===== config.mk =====
export PLATFORM = sky130hd
export DESIGN_NAME = addr_trace_mirror
export DESIGN_NICKNAME = d
export VERILOG_FILES = /design/src/design/trace_stream_pkg.sv /design/src/design/axi_addr_pkg.sv /design/src/design/addr_trace_mirror.sv /design/src/design/trace_arbiter.sv /design/src/design/addr_tap.sv
export VERILOG_INCLUDE_DIRS = /design/src /design/src/design
export SDC_FILE = /design/constraint.sdc
export NUM_CORES = 1
export LEC_CHECK = 0
export ABC_AREA = 1
export BUFFER_PORTS_ARGS = -buffer_cell sky130_fd_sc_hd__buf_2
export CAP_MARGIN = 20
export CORE_ASPECT_RATIO = 0.7
export CORE_MARGIN = 4
export CORE_UTILIZATION = 46
export DETAILED_ROUTE_END_ITERATION = 6
export PLACE_DENSITY_LB_ADDON = 0.15
export SYNTH_ARGS = -nofsm -noshare
export SYNTH_HDL_FRONTEND = slang
export SYNTH_SLANG_ARGS = --single-unit

===== constraint.sdc =====
create_clock -name clk -period 4.36 [get_ports clk]
set_input_delay 0.654 -clock clk [delete_from_list [all_inputs] [get_ports clk]]
set_output_delay 0.654 -clock clk [all_outputs]
set_load 0.01 [all_outputs]

===== src/design/mirror_consts.svh =====
`ifndef MIRROR_CONSTS_SVH
`define MIRROR_CONSTS_SVH

// widths of the AXI address channel fields that are passed through
`define MIRROR_ADDR_W 32
`define MIRROR_ID_W 4
`define MIRROR_LEN_W 8

// one trace beat carries a whole address transaction
`define MIRROR_TDATA_W 64

// beat layout from the top down
// tag sits in bits 63 to 60, id in 59 to 56 and len in 55 to 48
`define MIRROR_TAG_LSB 60
`define MIRROR_ID_LSB 56
`define MIRROR_LEN_LSB 48

// bits 47 to 32 stay zero and the address fills bits 31 to 0

`endif

===== src/design/trace_stream_pkg.sv =====
`default_nettype none

`include "mirror_consts.svh"

// types of the AXI4-Stream trace output
package trace_stream_pkg;

  typedef logic [`MIRROR_TDATA_W-1:0] trace_data_t;

  // one keep bit per data byte
  typedef logic [`MIRROR_TDATA_W/8-1:0] trace_keep_t;

  // tag in the top nibble of each beat that names the source channel
  // zero is left unused so an idle bus never looks like a valid tag
  typedef enum logic [3:0] {
    CHAN_AR = 4'd1,
    CHAN_AW = 4'd2
  } trace_chan_e;

endpackage

`default_nettype wire


===== src/design/axi_addr_pkg.sv =====
`default_nettype none

`include "mirror_consts.svh"

// field types of an AXI4 address channel, shared by AR and AW
package axi_addr_pkg;

  typedef logic [`MIRROR_ADDR_W-1:0] axi_addr_t;
  typedef logic [`MIRROR_ID_W-1:0] axi_id_t;

  // number of data beats minus one
  typedef logic [`MIRROR_LEN_W-1:0] axi_len_t;

  // size and burst keep their fixed AXI4 widths
  typedef logic [2:0] axi_size_t;
  typedef logic [1:0] axi_burst_t;

endpackage

`default_nettype wire


===== src/design/addr_trace_mirror.sv =====
`timescale 1ns/1ps
`default_nettype none

// address channel mirror for an AXI4 link
// AR and AW pass through two taps and every accepted address is copied
// as one beat onto the trace stream
module addr_trace_mirror
  import axi_addr_pkg::*;
  import trace_stream_pkg::*;
(
  input  logic        clk,
  input  logic        resetn,
  input  logic        ar_enable,
  input  logic        aw_enable,
  // read address channel from the manager
  input  axi_id_t     s_ar_id,
  input  axi_addr_t   s_ar_addr,
  input  axi_len_t    s_ar_len,
  input  axi_size_t   s_ar_size,
  input  axi_burst_t  s_ar_burst,
  input  logic        s_ar_valid,
  output logic        s_ar_ready,
  // read address channel towards the subordinate
  output axi_id_t     m_ar_id,
  output axi_addr_t   m_ar_addr,
  output axi_len_t    m_ar_len,
  output axi_size_t   m_ar_size,
  output axi_burst_t  m_ar_burst,
  output logic        m_ar_valid,
  input  logic        m_ar_ready,
  // write address channel from the manager
  input  axi_id_t     s_aw_id,
  input  axi_addr_t   s_aw_addr,
  input  axi_len_t    s_aw_len,
  input  axi_size_t   s_aw_size,
  input  axi_burst_t  s_aw_burst,
  input  logic        s_aw_valid,
  output logic        s_aw_ready,
  // write address channel towards the subordinate
  output axi_id_t     m_aw_id,
  output axi_addr_t   m_aw_addr,
  output axi_len_t    m_aw_len,
  output axi_size_t   m_aw_size,
  output axi_burst_t  m_aw_burst,
  output logic        m_aw_valid,
  input  logic        m_aw_ready,
  // trace stream
  output trace_data_t trace_tdata,
  output trace_keep_t trace_tkeep,
  output logic        trace_tlast,
  output logic        trace_tvalid,
  input  logic        trace_tready
);

  // records on their way from the taps to the arbiter
  logic      ar_rec_valid;
  axi_id_t   ar_rec_id;
  axi_addr_t ar_rec_addr;
  axi_len_t  ar_rec_len;
  logic      ar_rec_take;

  logic      aw_rec_valid;
  axi_id_t   aw_rec_id;
  axi_addr_t aw_rec_addr;
  axi_len_t  aw_rec_len;
  logic      aw_rec_take;

  addr_tap ar_tap_i (
    .clk        (clk),
    .resetn     (resetn),
    .enable     (ar_enable),
    .s_ax_id    (s_ar_id),
    .s_ax_addr  (s_ar_addr),
    .s_ax_len   (s_ar_len),
    .s_ax_size  (s_ar_size),
    .s_ax_burst (s_ar_burst),
    .s_ax_valid (s_ar_valid),
    .s_ax_ready (s_ar_ready),
    .m_ax_id    (m_ar_id),
    .m_ax_addr  (m_ar_addr),
    .m_ax_len   (m_ar_len),
    .m_ax_size  (m_ar_size),
    .m_ax_burst (m_ar_burst),
    .m_ax_valid (m_ar_valid),
    .m_ax_ready (m_ar_ready),
    .rec_valid  (ar_rec_valid),
    .rec_id     (ar_rec_id),
    .rec_addr   (ar_rec_addr),
    .rec_len    (ar_rec_len),
    .rec_take   (ar_rec_take)
  );

  addr_tap aw_tap_i (
    .clk        (clk),
    .resetn     (resetn),
    .enable     (aw_enable),
    .s_ax_id    (s_aw_id),
    .s_ax_addr  (s_aw_addr),
    .s_ax_len   (s_aw_len),
    .s_ax_size  (s_aw_size),
    .s_ax_burst (s_aw_burst),
    .s_ax_valid (s_aw_valid),
    .s_ax_ready (s_aw_ready),
    .m_ax_id    (m_aw_id),
    .m_ax_addr  (m_aw_addr),
    .m_ax_len   (m_aw_len),
    .m_ax_size  (m_aw_size),
    .m_ax_burst (m_aw_burst),
    .m_ax_valid (m_aw_valid),
    .m_ax_ready (m_aw_ready),
    .rec_valid  (aw_rec_valid),
    .rec_id     (aw_rec_id),
    .rec_addr   (aw_rec_addr),
    .rec_len    (aw_rec_len),
    .rec_take   (aw_rec_take)
  );

  // one arbiter serves both taps in round-robin order
  trace_arbiter trace_arbiter_i (
    .clk      (clk),
    .resetn   (resetn),
    .ar_valid (ar_rec_valid),
    .ar_id    (ar_rec_id),
    .ar_addr  (ar_rec_addr),
    .ar_len   (ar_rec_len),
    .ar_take  (ar_rec_take),
    .aw_valid (aw_rec_valid),
    .aw_id    (aw_rec_id),
    .aw_addr  (aw_rec_addr),
    .aw_len   (aw_rec_len),
    .aw_take  (aw_rec_take),
    .tdata    (trace_tdata),
    .tkeep    (trace_tkeep),
    .tlast    (trace_tlast),
    .tvalid   (trace_tvalid),
    .tready   (trace_tready)
  );

endmodule

`default_nettype wire


===== src/design/trace_arbiter.sv =====
`timescale 1ns/1ps
`default_nettype none

`include "mirror_consts.svh"

// merges the AR and AW records onto one AXI4-Stream output
// each record becomes a single beat with tlast set and the bus rests for
// one cycle after every beat
module trace_arbiter
  import trace_stream_pkg::*;
(
  input  logic                     clk,
  input  logic                     resetn,
  // AR record
  input  logic                     ar_valid,
  input  logic [`MIRROR_ID_W-1:0]   ar_id,
  input  logic [`MIRROR_ADDR_W-1:0] ar_addr,
  input  logic [`MIRROR_LEN_W-1:0]  ar_len,
  output logic                     ar_take,
  // AW record
  input  logic                     aw_valid,
  input  logic [`MIRROR_ID_W-1:0]   aw_id,
  input  logic [`MIRROR_ADDR_W-1:0] aw_addr,
  input  logic [`MIRROR_LEN_W-1:0]  aw_len,
  output logic                     aw_take,
  // trace stream
  output trace_data_t              tdata,
  output trace_keep_t              tkeep,
  output logic                     tlast,
  output logic                     tvalid,
  input  logic                     tready
);

  // set when AR won the last transfer, so AW goes first on a tie
  logic prefer_aw;
  // high for the one cycle that follows a beat with tlast
  logic backoff;
  // the grant is frozen while an offered beat waits for tready
  logic locked;
  logic locked_aw;

  logic        sel_aw;
  logic        xfer;
  trace_chan_e tag;

  // a beat that is already on the bus keeps its channel even if the other
  // record turns up in the meantime
  always_comb begin
    if (locked) begin
      sel_aw = locked_aw;
    end else begin
      sel_aw = aw_valid & (~ar_valid | prefer_aw);
    end
  end

  assign tvalid = (ar_valid | aw_valid) & ~backoff;
  assign xfer   = tvalid & tready;

  // the tap clears its record on the same edge as the stream transfer
  assign ar_take = xfer & ~sel_aw;
  assign aw_take = xfer & sel_aw;

  assign tag = sel_aw ? CHAN_AW : CHAN_AR;

  // beat assembly, unused bits between len and addr stay zero
  always_comb begin
    tdata = '0;
    tdata[`MIRROR_TAG_LSB +: $bits(trace_chan_e)] = tag;
    if (sel_aw) begin
      tdata[`MIRROR_ID_LSB +: `MIRROR_ID_W]   = aw_id;
      tdata[`MIRROR_LEN_LSB +: `MIRROR_LEN_W] = aw_len;
      tdata[0 +: `MIRROR_ADDR_W]              = aw_addr;
    end else begin
      tdata[`MIRROR_ID_LSB +: `MIRROR_ID_W]   = ar_id;
      tdata[`MIRROR_LEN_LSB +: `MIRROR_LEN_W] = ar_len;
      tdata[0 +: `MIRROR_ADDR_W]              = ar_addr;
    end
  end

  // every transaction fits in one beat and all bytes are meaningful
  assign tkeep = '1;
  assign tlast = 1'b1;

  // round-robin pointer, which only moves when a beat really leaves
  always_ff @(posedge clk) begin
    if (resetn) begin
      prefer_aw <= 1'b0;
    end else if (xfer) begin
      prefer_aw <= ~sel_aw;
    end
  end

  // hold the grant from the first cycle a beat is offered until it transfers
  always_ff @(posedge clk) begin
    if (resetn) begin
      locked    <= 1'b0;
      locked_aw <= 1'b0;
    end else if (xfer) begin
      locked <= 1'b0;
    end else if (tvalid) begin
      locked    <= 1'b1;
      locked_aw <= sel_aw;
    end
  end

  // drop tvalid for one cycle after each completed packet so that tlast
  // never changes under a high tvalid
  always_ff @(posedge clk) begin
    if (resetn) begin
      backoff <= 1'b0;
    end else begin
      backoff <= xfer & tlast;
    end
  end

endmodule

`default_nettype wire


===== src/design/addr_tap.sv =====
`timescale 1ns/1ps
`default_nettype none

// taps one AXI4 address channel
// the channel passes straight through while a one-entry record keeps the
// last accepted id, addr and len until the arbiter has sent it as a beat
module addr_tap
  import axi_addr_pkg::*;
(
  input  logic       clk,
  input  logic       resetn,
  input  logic       enable,
  // subordinate side, driven by the outside manager
  input  axi_id_t    s_ax_id,
  input  axi_addr_t  s_ax_addr,
  input  axi_len_t   s_ax_len,
  input  axi_size_t  s_ax_size,
  input  axi_burst_t s_ax_burst,
  input  logic       s_ax_valid,
  output logic       s_ax_ready,
  // manager side, received by the outside subordinate
  output axi_id_t    m_ax_id,
  output axi_addr_t  m_ax_addr,
  output axi_len_t   m_ax_len,
  output axi_size_t  m_ax_size,
  output axi_burst_t m_ax_burst,
  output logic       m_ax_valid,
  input  logic       m_ax_ready,
  // record towards the arbiter
  output logic       rec_valid,
  output axi_id_t    rec_id,
  output axi_addr_t  rec_addr,
  output axi_len_t   rec_len,
  input  logic       rec_take
);

  logic block;
  logic handshake;

  // the payload is never touched on its way through
  assign m_ax_id    = s_ax_id;
  assign m_ax_addr  = s_ax_addr;
  assign m_ax_len   = s_ax_len;
  assign m_ax_size  = s_ax_size;
  assign m_ax_burst = s_ax_burst;

  // a held record closes the channel so that no transaction goes untraced
  // a disabled tap never blocks, it only stops recording
  assign block = enable & rec_valid;

  // valid and ready are both gated so the two sides agree on every transfer
  assign m_ax_valid = s_ax_valid & ~block;
  assign s_ax_ready = m_ax_ready & ~block;

  assign handshake = s_ax_valid & s_ax_ready;

  // record occupancy
  // capture and take cannot meet in one cycle since an enabled full tap blocks
  always_ff @(posedge clk) begin
    if (resetn) begin
      rec_valid <= 1'b0;
    end else if (rec_take) begin
      rec_valid <= 1'b0;
    end else if (enable && handshake) begin
      rec_valid <= 1'b1;
    end
  end

  // record payload, only loaded together with the occupancy flag
  always_ff @(posedge clk) begin
    if (enable && handshake) begin
      rec_id   <= s_ax_id;
      rec_addr <= s_ax_addr;
      rec_len  <= s_ax_len;
    end
  end

endmodule

`default_nettype wire


Yosys cells after proc, flatten, opt, wreduce, memory -nomap -nowiden
Index checks and enable logic that the tools add are counted.
Widths: inputs -> output; s select.
{"block": "totals", "elab_cells": 43, "reg_bits": 94}
{"block": "op_classes", "mux": 4, "reduce_logical": 6, "n_bitwise": 21}
{"cell": "$mux 32", "count": 1}
{"cell": "$and 1x1->1", "count": 13}
{"cell": "$mux 12", "count": 1}
{"cell": "$not 1->1", "count": 6}
{"cell": "$reduce_or 2->1", "count": 3}
{"cell": "$logic_and 1x1->1", "count": 2}
{"cell": "$mux 2", "count": 1}
{"cell": "$or 1x1->1", "count": 2}
{"cell": "$reduce_and 2->1", "count": 1}
{"cell": "$mux 1", "count": 1}

Logic depth before layout (Yosys ltp)
Gate-level depths: netlist (run 1).
{"block": "depth", "ltp_word": 7, "depth_mapped": 8}

By module
Synthesis (run 1) repeated with hierarchy kept, for this count alone.
{"block": "unflattened", "cells_unflattened": 416, "hier_area_um2": 4574.4}
{"mod": "addr_tap", "cells_each": 105, "instances": 2, "seq_area_each_um2": 1341.3, "area_each_um2": 1766.7}
{"mod": "trace_arbiter", "cells_each": 206, "instances": 1, "seq_area_each_um2": 80.1, "area_each_um2": 1041.0}

Worst setup path after synthesis (run 1)
Ideal clock, no wire load.
{"block": "synth_timing", "kind": "input to register", "from": "in m_aw_ready", "to": "reg aw_tap_i.rec_addr[0], enable pin", "t_arrival_ns": 2.183, "setup_ns": 0.406, "slack_ns": 1.771, "path_buffers": 0, "path_stages": 2, "path_cell_list": "a21boi_0 -> and3_1"}
{"block": "synth_between", "elab_chain_cells": 3}
{"element": "start: declaration", "line_no": "addr_trace_mirror.sv:46", "rtl": "input logic m_aw_ready,"}
{"element": "$and 1x1->1", "line_no": "addr_tap.sv:53", "rtl": "assign s_ax_ready = m_ax_ready & ~block;"}
{"element": "$and 1x1->1", "line_no": "addr_tap.sv:55", "rtl": "assign handshake = s_ax_valid & s_ax_ready;"}
{"element": "$logic_and 1x1->1", "line_no": "addr_tap.sv:71", "rtl": "if (enable && handshake) begin"}
{"element": "end signal: assignment", "line_no": "addr_tap.sv:73", "rtl": "rec_addr <= s_ax_addr;"}
{"element": "end: declaration", "line_no": "addr_tap.sv:32", "rtl": "output axi_addr_t rec_addr,"}
No other way between the ends.
A chain may end at the register's enable or synchronous reset.

Worst setup path after layout (run 1)
{"block": "layout_timing", "from": "reg ar_tap_i.rec_valid", "to": "out trace_tdata[58]"}
{"block": "layout_between", "elab_chain_cells": 5}
{"element": "start: declaration", "line_no": "addr_tap.sv:30", "rtl": "output logic rec_valid,"}
{"element": "start signal: assignment", "line_no": "addr_tap.sv:61", "rtl": "rec_valid <= 1'b0;"}
{"element": "start signal: assignment", "line_no": "addr_tap.sv:63", "rtl": "rec_valid <= 1'b0;"}
{"element": "start signal: assignment", "line_no": "addr_tap.sv:65", "rtl": "rec_valid <= 1'b1;"}
{"element": "$not 1->1", "line_no": "trace_arbiter.sv:52", "rtl": "sel_aw = aw_valid & (~ar_valid | prefer_aw);"}
{"element": "$or 1x1->1", "line_no": "trace_arbiter.sv:52"}
{"element": "$and 1x1->1", "line_no": "trace_arbiter.sv:52"}
{"element": "$mux 1", "line_no": "trace_arbiter.sv:49", "rtl": "if (locked) begin"}
{"element": "$mux 12", "line_no": "trace_arbiter.sv:69", "rtl": "if (sel_aw) begin"}
{"element": "end: declaration", "line_no": "addr_trace_mirror.sv:48", "rtl": "output trace_data_t trace_tdata,"}
No other way between the ends.

==> results of run 1 <==
-- metal layers --
metal,track usage,vias to the layer above,share of wire
li1,-,1435,-
met1,0.186,1342,0.38
met2,0.301,143,0.52
met3,0.0485,12,0.078
met4,0.0607,0,0.014
met5,0,-,0
-- flip-flops by register name, summed over array words and instances (netlist names) --
register                   count
ar_tap_i.rec_addr             32
aw_tap_i.rec_addr             32
ar_tap_i.rec_len               8
aw_tap_i.rec_len               8
ar_tap_i.rec_id                4
aw_tap_i.rec_id                4
ar_tap_i.rec_valid             1
aw_tap_i.rec_valid             1
trace_arbiter_i.backoff        1
trace_arbiter_i.locked         1
trace_arbiter_i.locked_aw      1
trace_arbiter_i.prefer_aw      1
-- critical path: stages, from the launching register on --
cell and delay [ns]:
dfxtp_1 0.37, nand2_1 0.07, nand2_1 0.08, nand2_2 0.06, inv_2 0.60, nand2_1 0.14, nand2_1 0.10, buf_2 0.13
-- through the flow --
step	util	std cells	setup slack [ns]	total power [mW]	hold slack [ns]
after detailed placement	0.527	656	2.01	1.32	0.511
final	0.563	673	1.83	2.11	0.502
after global placement	0.527	656	2.06	1.31	0.504
after global routing	0.563	673	1.60	2.20	0.483
after CTS	0.560	672	1.73	2.14	0.483
after floorplan	-	431	1.77	1.26	0.489
-- synth_stat cells (all sizes together) --
master    n  area [sq um]
buf     135          1020
conb      2          7.51
edfxtp   88          2640
dfxtp     6           120
nor2      8          30.0
o21ai     1          5.00
a31oi     1          6.26
and3      1          6.26
nand4     1          6.26
inv      11          41.3
a21boi    4          30.0
a21oi     1          5.00
nand2   145           547
nand3     2          10.0
-- cells in the final DEF (no fill, tap or decap), drive strengths merged, types with 2 or more instances in the layout --
cell type | netlist | routed
inv | 11 | 11
conb | 2 | 27
dfxtp | 6 | 6
nand3 | 2 | 2
edfxtp | 88 | 88
clkbuf | 0 | 9
nor2 | 8 | 8
buf | 135 | 237
a21boi | 4 | 4
clkinv | 0 | 5
nand2 | 145 | 145
bufinv | 0 | 2
-- final cells by class --
type	instances	area share
Inverter	11	0.00789
Multi-Input combinational cell	191	0.143
Timing Repair Buffer	237	0.231
Clock inverter	7	0.0170
Clock buffer	9	0.0430
Sequential cell	94	0.528
Tap cell	124	0.0297
-- how the worst max path moves through the flow --
stage,endpoint,slack (ns)
after floorplan,aw_tap_i.rec_addr[0],1.77
after global placement,aw_tap_i.rec_addr[11],2.06
after detailed placement,aw_tap_i.rec_addr[11],2.01
after CTS,trace_tdata[58],1.73
after global routing,trace_tdata[58],1.60
final,trace_tdata[58],1.83
-- report_power, final --
| part | total (mW) | switching (mW) | internal [mW] |
|---|---|---|---|
| combinational | 0.268 | 0.164 | 0.103 |
| clock | 0.815 | 0.316 | 0.499 |
| sequential | 1.03 | 0.00775 | 1.02 |
-- logic make-up after synthesis --
family / count (synthesis)
flops: 94
buf+inv: 146
simple gates: 157
other cells: 2
compound gates: 7
==> flow_summary.json, run 1 <==
{
  "fin_crit_ns": 2.53,
  "vias": 2932,
  "syn_area_per_cell_sq_um": 11.0,
  "drv_slew": 0,
  "core_area_sq_um": 9290,
  "post_cts_resized": 0,
  "ff_latch_area_sq_um": 2760,
  "power.density_nw_per_um2": 403,
  "cts_setup_buffers": 0,
  "arrival_ns": 1.88,
  "drt-vias-per-instance": 4.36,
  "yosys.area_share.simple": 0.134,
  "rows": 29,
  "die_w_microns": 126,
  "synth-xor-area-share": 0,
  "maxCapViolCount": 0,
  "ir_drop_uv": 242,
  "holdPathStages": 1,
  "r2r_cells": 3,
  "synth_warnings": 0,
  "clk_latency_ns": 0.34,
  "grt_start_max_net_pins": 48,
  "ys_seq_area_frac": 0.617,
  "critPathRequiredTime_ns": 3.71,
  "clk_path_buf_depth": 2,
  "place.gp.congestion": 0.804,
  "muxShareOfSynthArea": 0,
  "cp_max_fo": 46,
  "dp_hpwl_microns": 7030,
  "drtPass1Iterations": 6,
  "htree_levels": 3,
  "r2r-end": "aw_tap_i.rec_addr[12]",
  "critPathKind": "reg -> out",
  "status": "finished clean",
  "portBuffers": 235,
  "cts_sinks": 94,
  "grt_pass1_vias": 2950,
  "syn-cell-area_sq_um": 4480,
  "io_pins": 283,
  "n_antenna_cell": 0,
  "multi_input_area_sq_um": 748,
  "fin_crit_sh": 0.581,
  "fillCellCount": 838,
  "grt.overflow.total": 0,
  "setup-violations-final": 0,
  "hold_start": "s_aw_len[4]",
  "rsz0062_at_grt": "no",
  "syn_inst": 406,
  "drc": 0,
  "synthToLayoutAreaGrowth_pct": 16.8,
  "synth_seq_cells": 94,
  "fin_area_sq_um": 5230,
  "worst_slew_pin_slew_ns": 1.01,
  "clk_pin_slew_ns": 0.06,
  "synth_top_family_by_area": "buffers and inverters",
  "cts_buffers": 9,
  "initial_core_util": 0.482,
  "die_height_microns": 90.6,
  "min_path_type": "in -> reg",
  "setup_tns_ns": 0,
  "antenna_found_initial": 0,
  "holdBufCountCts": 0,
  "end_kind": "output port",
  "fmax_mhz": 395,
  "wl_microns": 9680,
  "clock_skew_ns": 0.00668,
  "worstSetupStartpoint": "ar_tap_i.rec_valid",
  "drive_above_1_share": 0.470,
  "r2r_start": "aw_tap_i.rec_valid",
  "power.leakage_nw": 2.54,
  "ant_nets": 0,
  "grt.total_usage": 0.167,
  "num-nets-final": 651,
  "synth-compound-area-share": 0.0103,
  "wl_per_cell_microns": 14.4,
  "slew_headroom": 0.326,
  "synth_cell_types": 18,
  "hold_viol": 0,
  "min_to": "aw_tap_i.rec_len[4]",
  "place_area_sq_um": 4890,
  "die_area_sq_um": 11400,
  "synth-adder-area-share": 0,
  "start_kind": "register",
  "clockRootBuffer": "clkbuf_16",
  "grt_pass1_wl_microns": 14800,
  "r2r_slack_ns": 2.63,
  "drtIter0Drc": 52,
  "cts_tree": "yes"
}
(Power assumes the default switching activity.)
==> run 2, diff against run 1 <==
--- a/config.mk
+++ b/config.mk
@@ -11,7 +11,7 @@
 export CAP_MARGIN = 20
 export CORE_ASPECT_RATIO = 0.7
 export CORE_MARGIN = 4
-export CORE_UTILIZATION = 46
+export CORE_UTILIZATION = 43
 export DETAILED_ROUTE_END_ITERATION = 6
 export PLACE_DENSITY_LB_ADDON = 0.15
 export SYNTH_ARGS = -nofsm -noshare
==> constraint.sdc (replaced) <==
create_clock -name clk -period 2.7 [get_ports clk]
set_input_delay 0.405 -clock clk [delete_from_list [all_inputs] [get_ports clk]]
set_output_delay 0.405 -clock clk [all_outputs]
set_load 0.01 [all_outputs]
==> run 2 against run 1 <==
Core utilization down 3.3 points; wire length up 4.3%; flip-flop and latch count unchanged; final cell count up 0.89%; first-iteration DRC count rose to 2.6 times the previous value; sequential power up 61%; largest power group unchanged; design area up 0.50%; global-route usage down 0.70 points; critical path depth up 1; combinational power up 63%.
==> flow_summary.json, run 2 (synthesis gave the netlist of run 1 again) <==
{
  "clk_latency_ns": 0.33,
  "maxCapViolCount": 0,
  "setup_tns_ns": 0,
  "status": "finished clean",
  "layout_commonest_cell": "buf_2",
  "power.density_nw_per_um2": 650,
  "drv_slew": 0,
  "comb_power_share": 0.128,
  "drt-vias-per-instance": 4.34,
  "dp.cells": 663,
  "power.internal_mw": 2.62,
  "cts_buffers": 9,
  "final_cell_mix": "buf_2 (235), nand2_1 (144), edfxtp_1 (88)",
  "grt_pass1_wl_microns": 14600,
  "netSwitchingPower_mw": 0.795,
  "arrival_ns": 1.88,
  "post_cts_resized": 0,
  "start_kind": "register",
  "ff_latch_area_sq_um": 2760,
  "cts_setup_buffers": 0,
  "power_frac_seq": 0.485,
  "grt.total_usage": 0.160,
  "grt.overflow.total": 0,
  "clockRootBuffer": "clkbuf_16",
  "clk_path_buf_depth": 2,
  "n_antenna_cell": 0,
  "setup-violations-final": 0,
  "wl_microns": 10100,
  "portBuffers": 235,
  "end_kind": "output port",
  "critPathBufInv": 3,
  "critPathRequiredTime_ns": 2.30,
  "wl_per_cell_microns": 14.9,
  "clk_pin_slew_ns": 0.06,
  "multi_input_area_sq_um": 748,
  "cts_tree": "yes",
  "cp_slowest_cell": "dfxtp_1",
  "final_util": 0.531,
  "fin_cells": 679,
  "slew_headroom": 0.641,
  "path_cells": "nand2_1 -> nand2_1 -> nand2_2 -> inv_2 -> buf_4 -> nand2_1 -> nand2_1 -> buf_2",
  "ant_nets": 0,
  "drtPass1Iterations": 4,
  "fmax_mhz": 438,
  "drive_above_1_share": 0.468,
  "die_area_sq_um": 12100,
  "drtIter0Drc": 136,
  "cts_sinks": 94,
  "worst_slew_pin_slew_ns": 0.538,
  "critPathTopFamily": "buffers and inverters",
  "die_w_microns": 130,
  "dp_hpwl_microns": 7630,
  "vias": 2948,
  "grt_pass1_vias": 2877,
  "p_clk_frac": 0.387,
  "die_height_microns": 93.4,
  "rsz0062_at_grt": "no",
  "hold_viol": 0,
  "rows": 30,
  "io_pins": 283,
  "cp_max_fo": 27,
  "place_area_sq_um": 4940,
  "min_path_type": "in -> reg",
  "power.leakage_nw": 2.54,
  "htree_levels": 3,
  "largestRegisters": "ar_tap_i.rec_addr: 32 flops, aw_tap_i.rec_addr: 32 flops",
  "synthToLayoutAreaGrowth_pct": 17.4,
  "fillCellCount": 939,
  "num-nets-final": 653,
  "antenna_found_initial": 0,
  "core_area_sq_um": 9910,
  "clock_skew_ns": 0.00461,
  "place.gp.congestion": 0.821,
  "critical_path.most_common_cell": "nand2_1",
  "cp_slowest_stage_delay_ns": 0.37,
  "drc": 0,
  "sw_frac_of_total": 0.233,
  "initial_core_util": 0.452,
  "fin_crit_sh": 0.845,
  "fin_crit_ns": 2.28,
  "fin_area_sq_um": 5260,
  "finalPower_mw": 3.42,
  "ir_drop_uv": 336,
  "holdBufCountCts": 0,
  "critPathKind": "reg -> out",
  "grt_start_max_net_pins": 48
}
==> run 2: cell count changes in the layout (fill, tap and decap cells not counted) <==
cell	change
buf_4	+1
buf_16	-1
clkinv_1	+1
clkinvlp_4	+3
clkbuf_1	+1
clkinv_4	-1
buf_12	+2
clkinv_2	-4
==> run 2: power by group through the flow <==
stage	Clock (mW)	Combinational, mW	Sequential, mW
floorplan	0	0.340	1.69
global placement	0	0.444	1.69
detailed placement	0	0.447	1.69
CTS	1.36	0.448	1.66
global route	1.42	0.489	1.66
finish	1.32	0.437	1.66
==> run 2: final timing paths <==
| check | slack, ns | to | depth (start not counted) | from |
|---|---|---|---|---|
| hold / removal | 0.26 | aw_tap_i.rec_addr[10] | 1 | s_aw_addr[10] |
| setup / recovery | 0.42 | trace_tdata[48] | 8 | ar_tap_i.rec_valid |
| setup reg to reg | 0.99 | aw_tap_i.rec_id[0] | 3 | aw_tap_i.rec_valid |
| hold reg to reg | 0.53 | trace_arbiter_i.prefer_aw | 4 | trace_arbiter_i.prefer_aw |
==> run 2: layer usage <==
metal,GRT usage,vias to the layer above,part of all wire
met4,0.0363,0,0.0074
met3,0.0474,8,0.085
met5,0,-,0
met2,0.277,161,0.50
met1,0.196,1340,0.40
li1,-,1439,-
==> run 2: final cells by class <==
type,instances,share of cell area
Clock buffer,10,0.0435
Sequential cell,94,0.525
Tap cell,128,0.0305
Timing Repair Buffer,239,0.234
Clock inverter,6,0.0164
Inverter,11,0.00785
Multi-Input combinational cell,191,0.142
==> run 2: stage by stage <==
stage                     hold WS (ns)  setup WS [ns]
after floorplan                  0.477          0.360
after global placement           0.508          0.776
after detailed placement         0.521          0.737
after CTS                        0.238          0.356
after global routing             0.239          0.188
final                            0.257          0.417
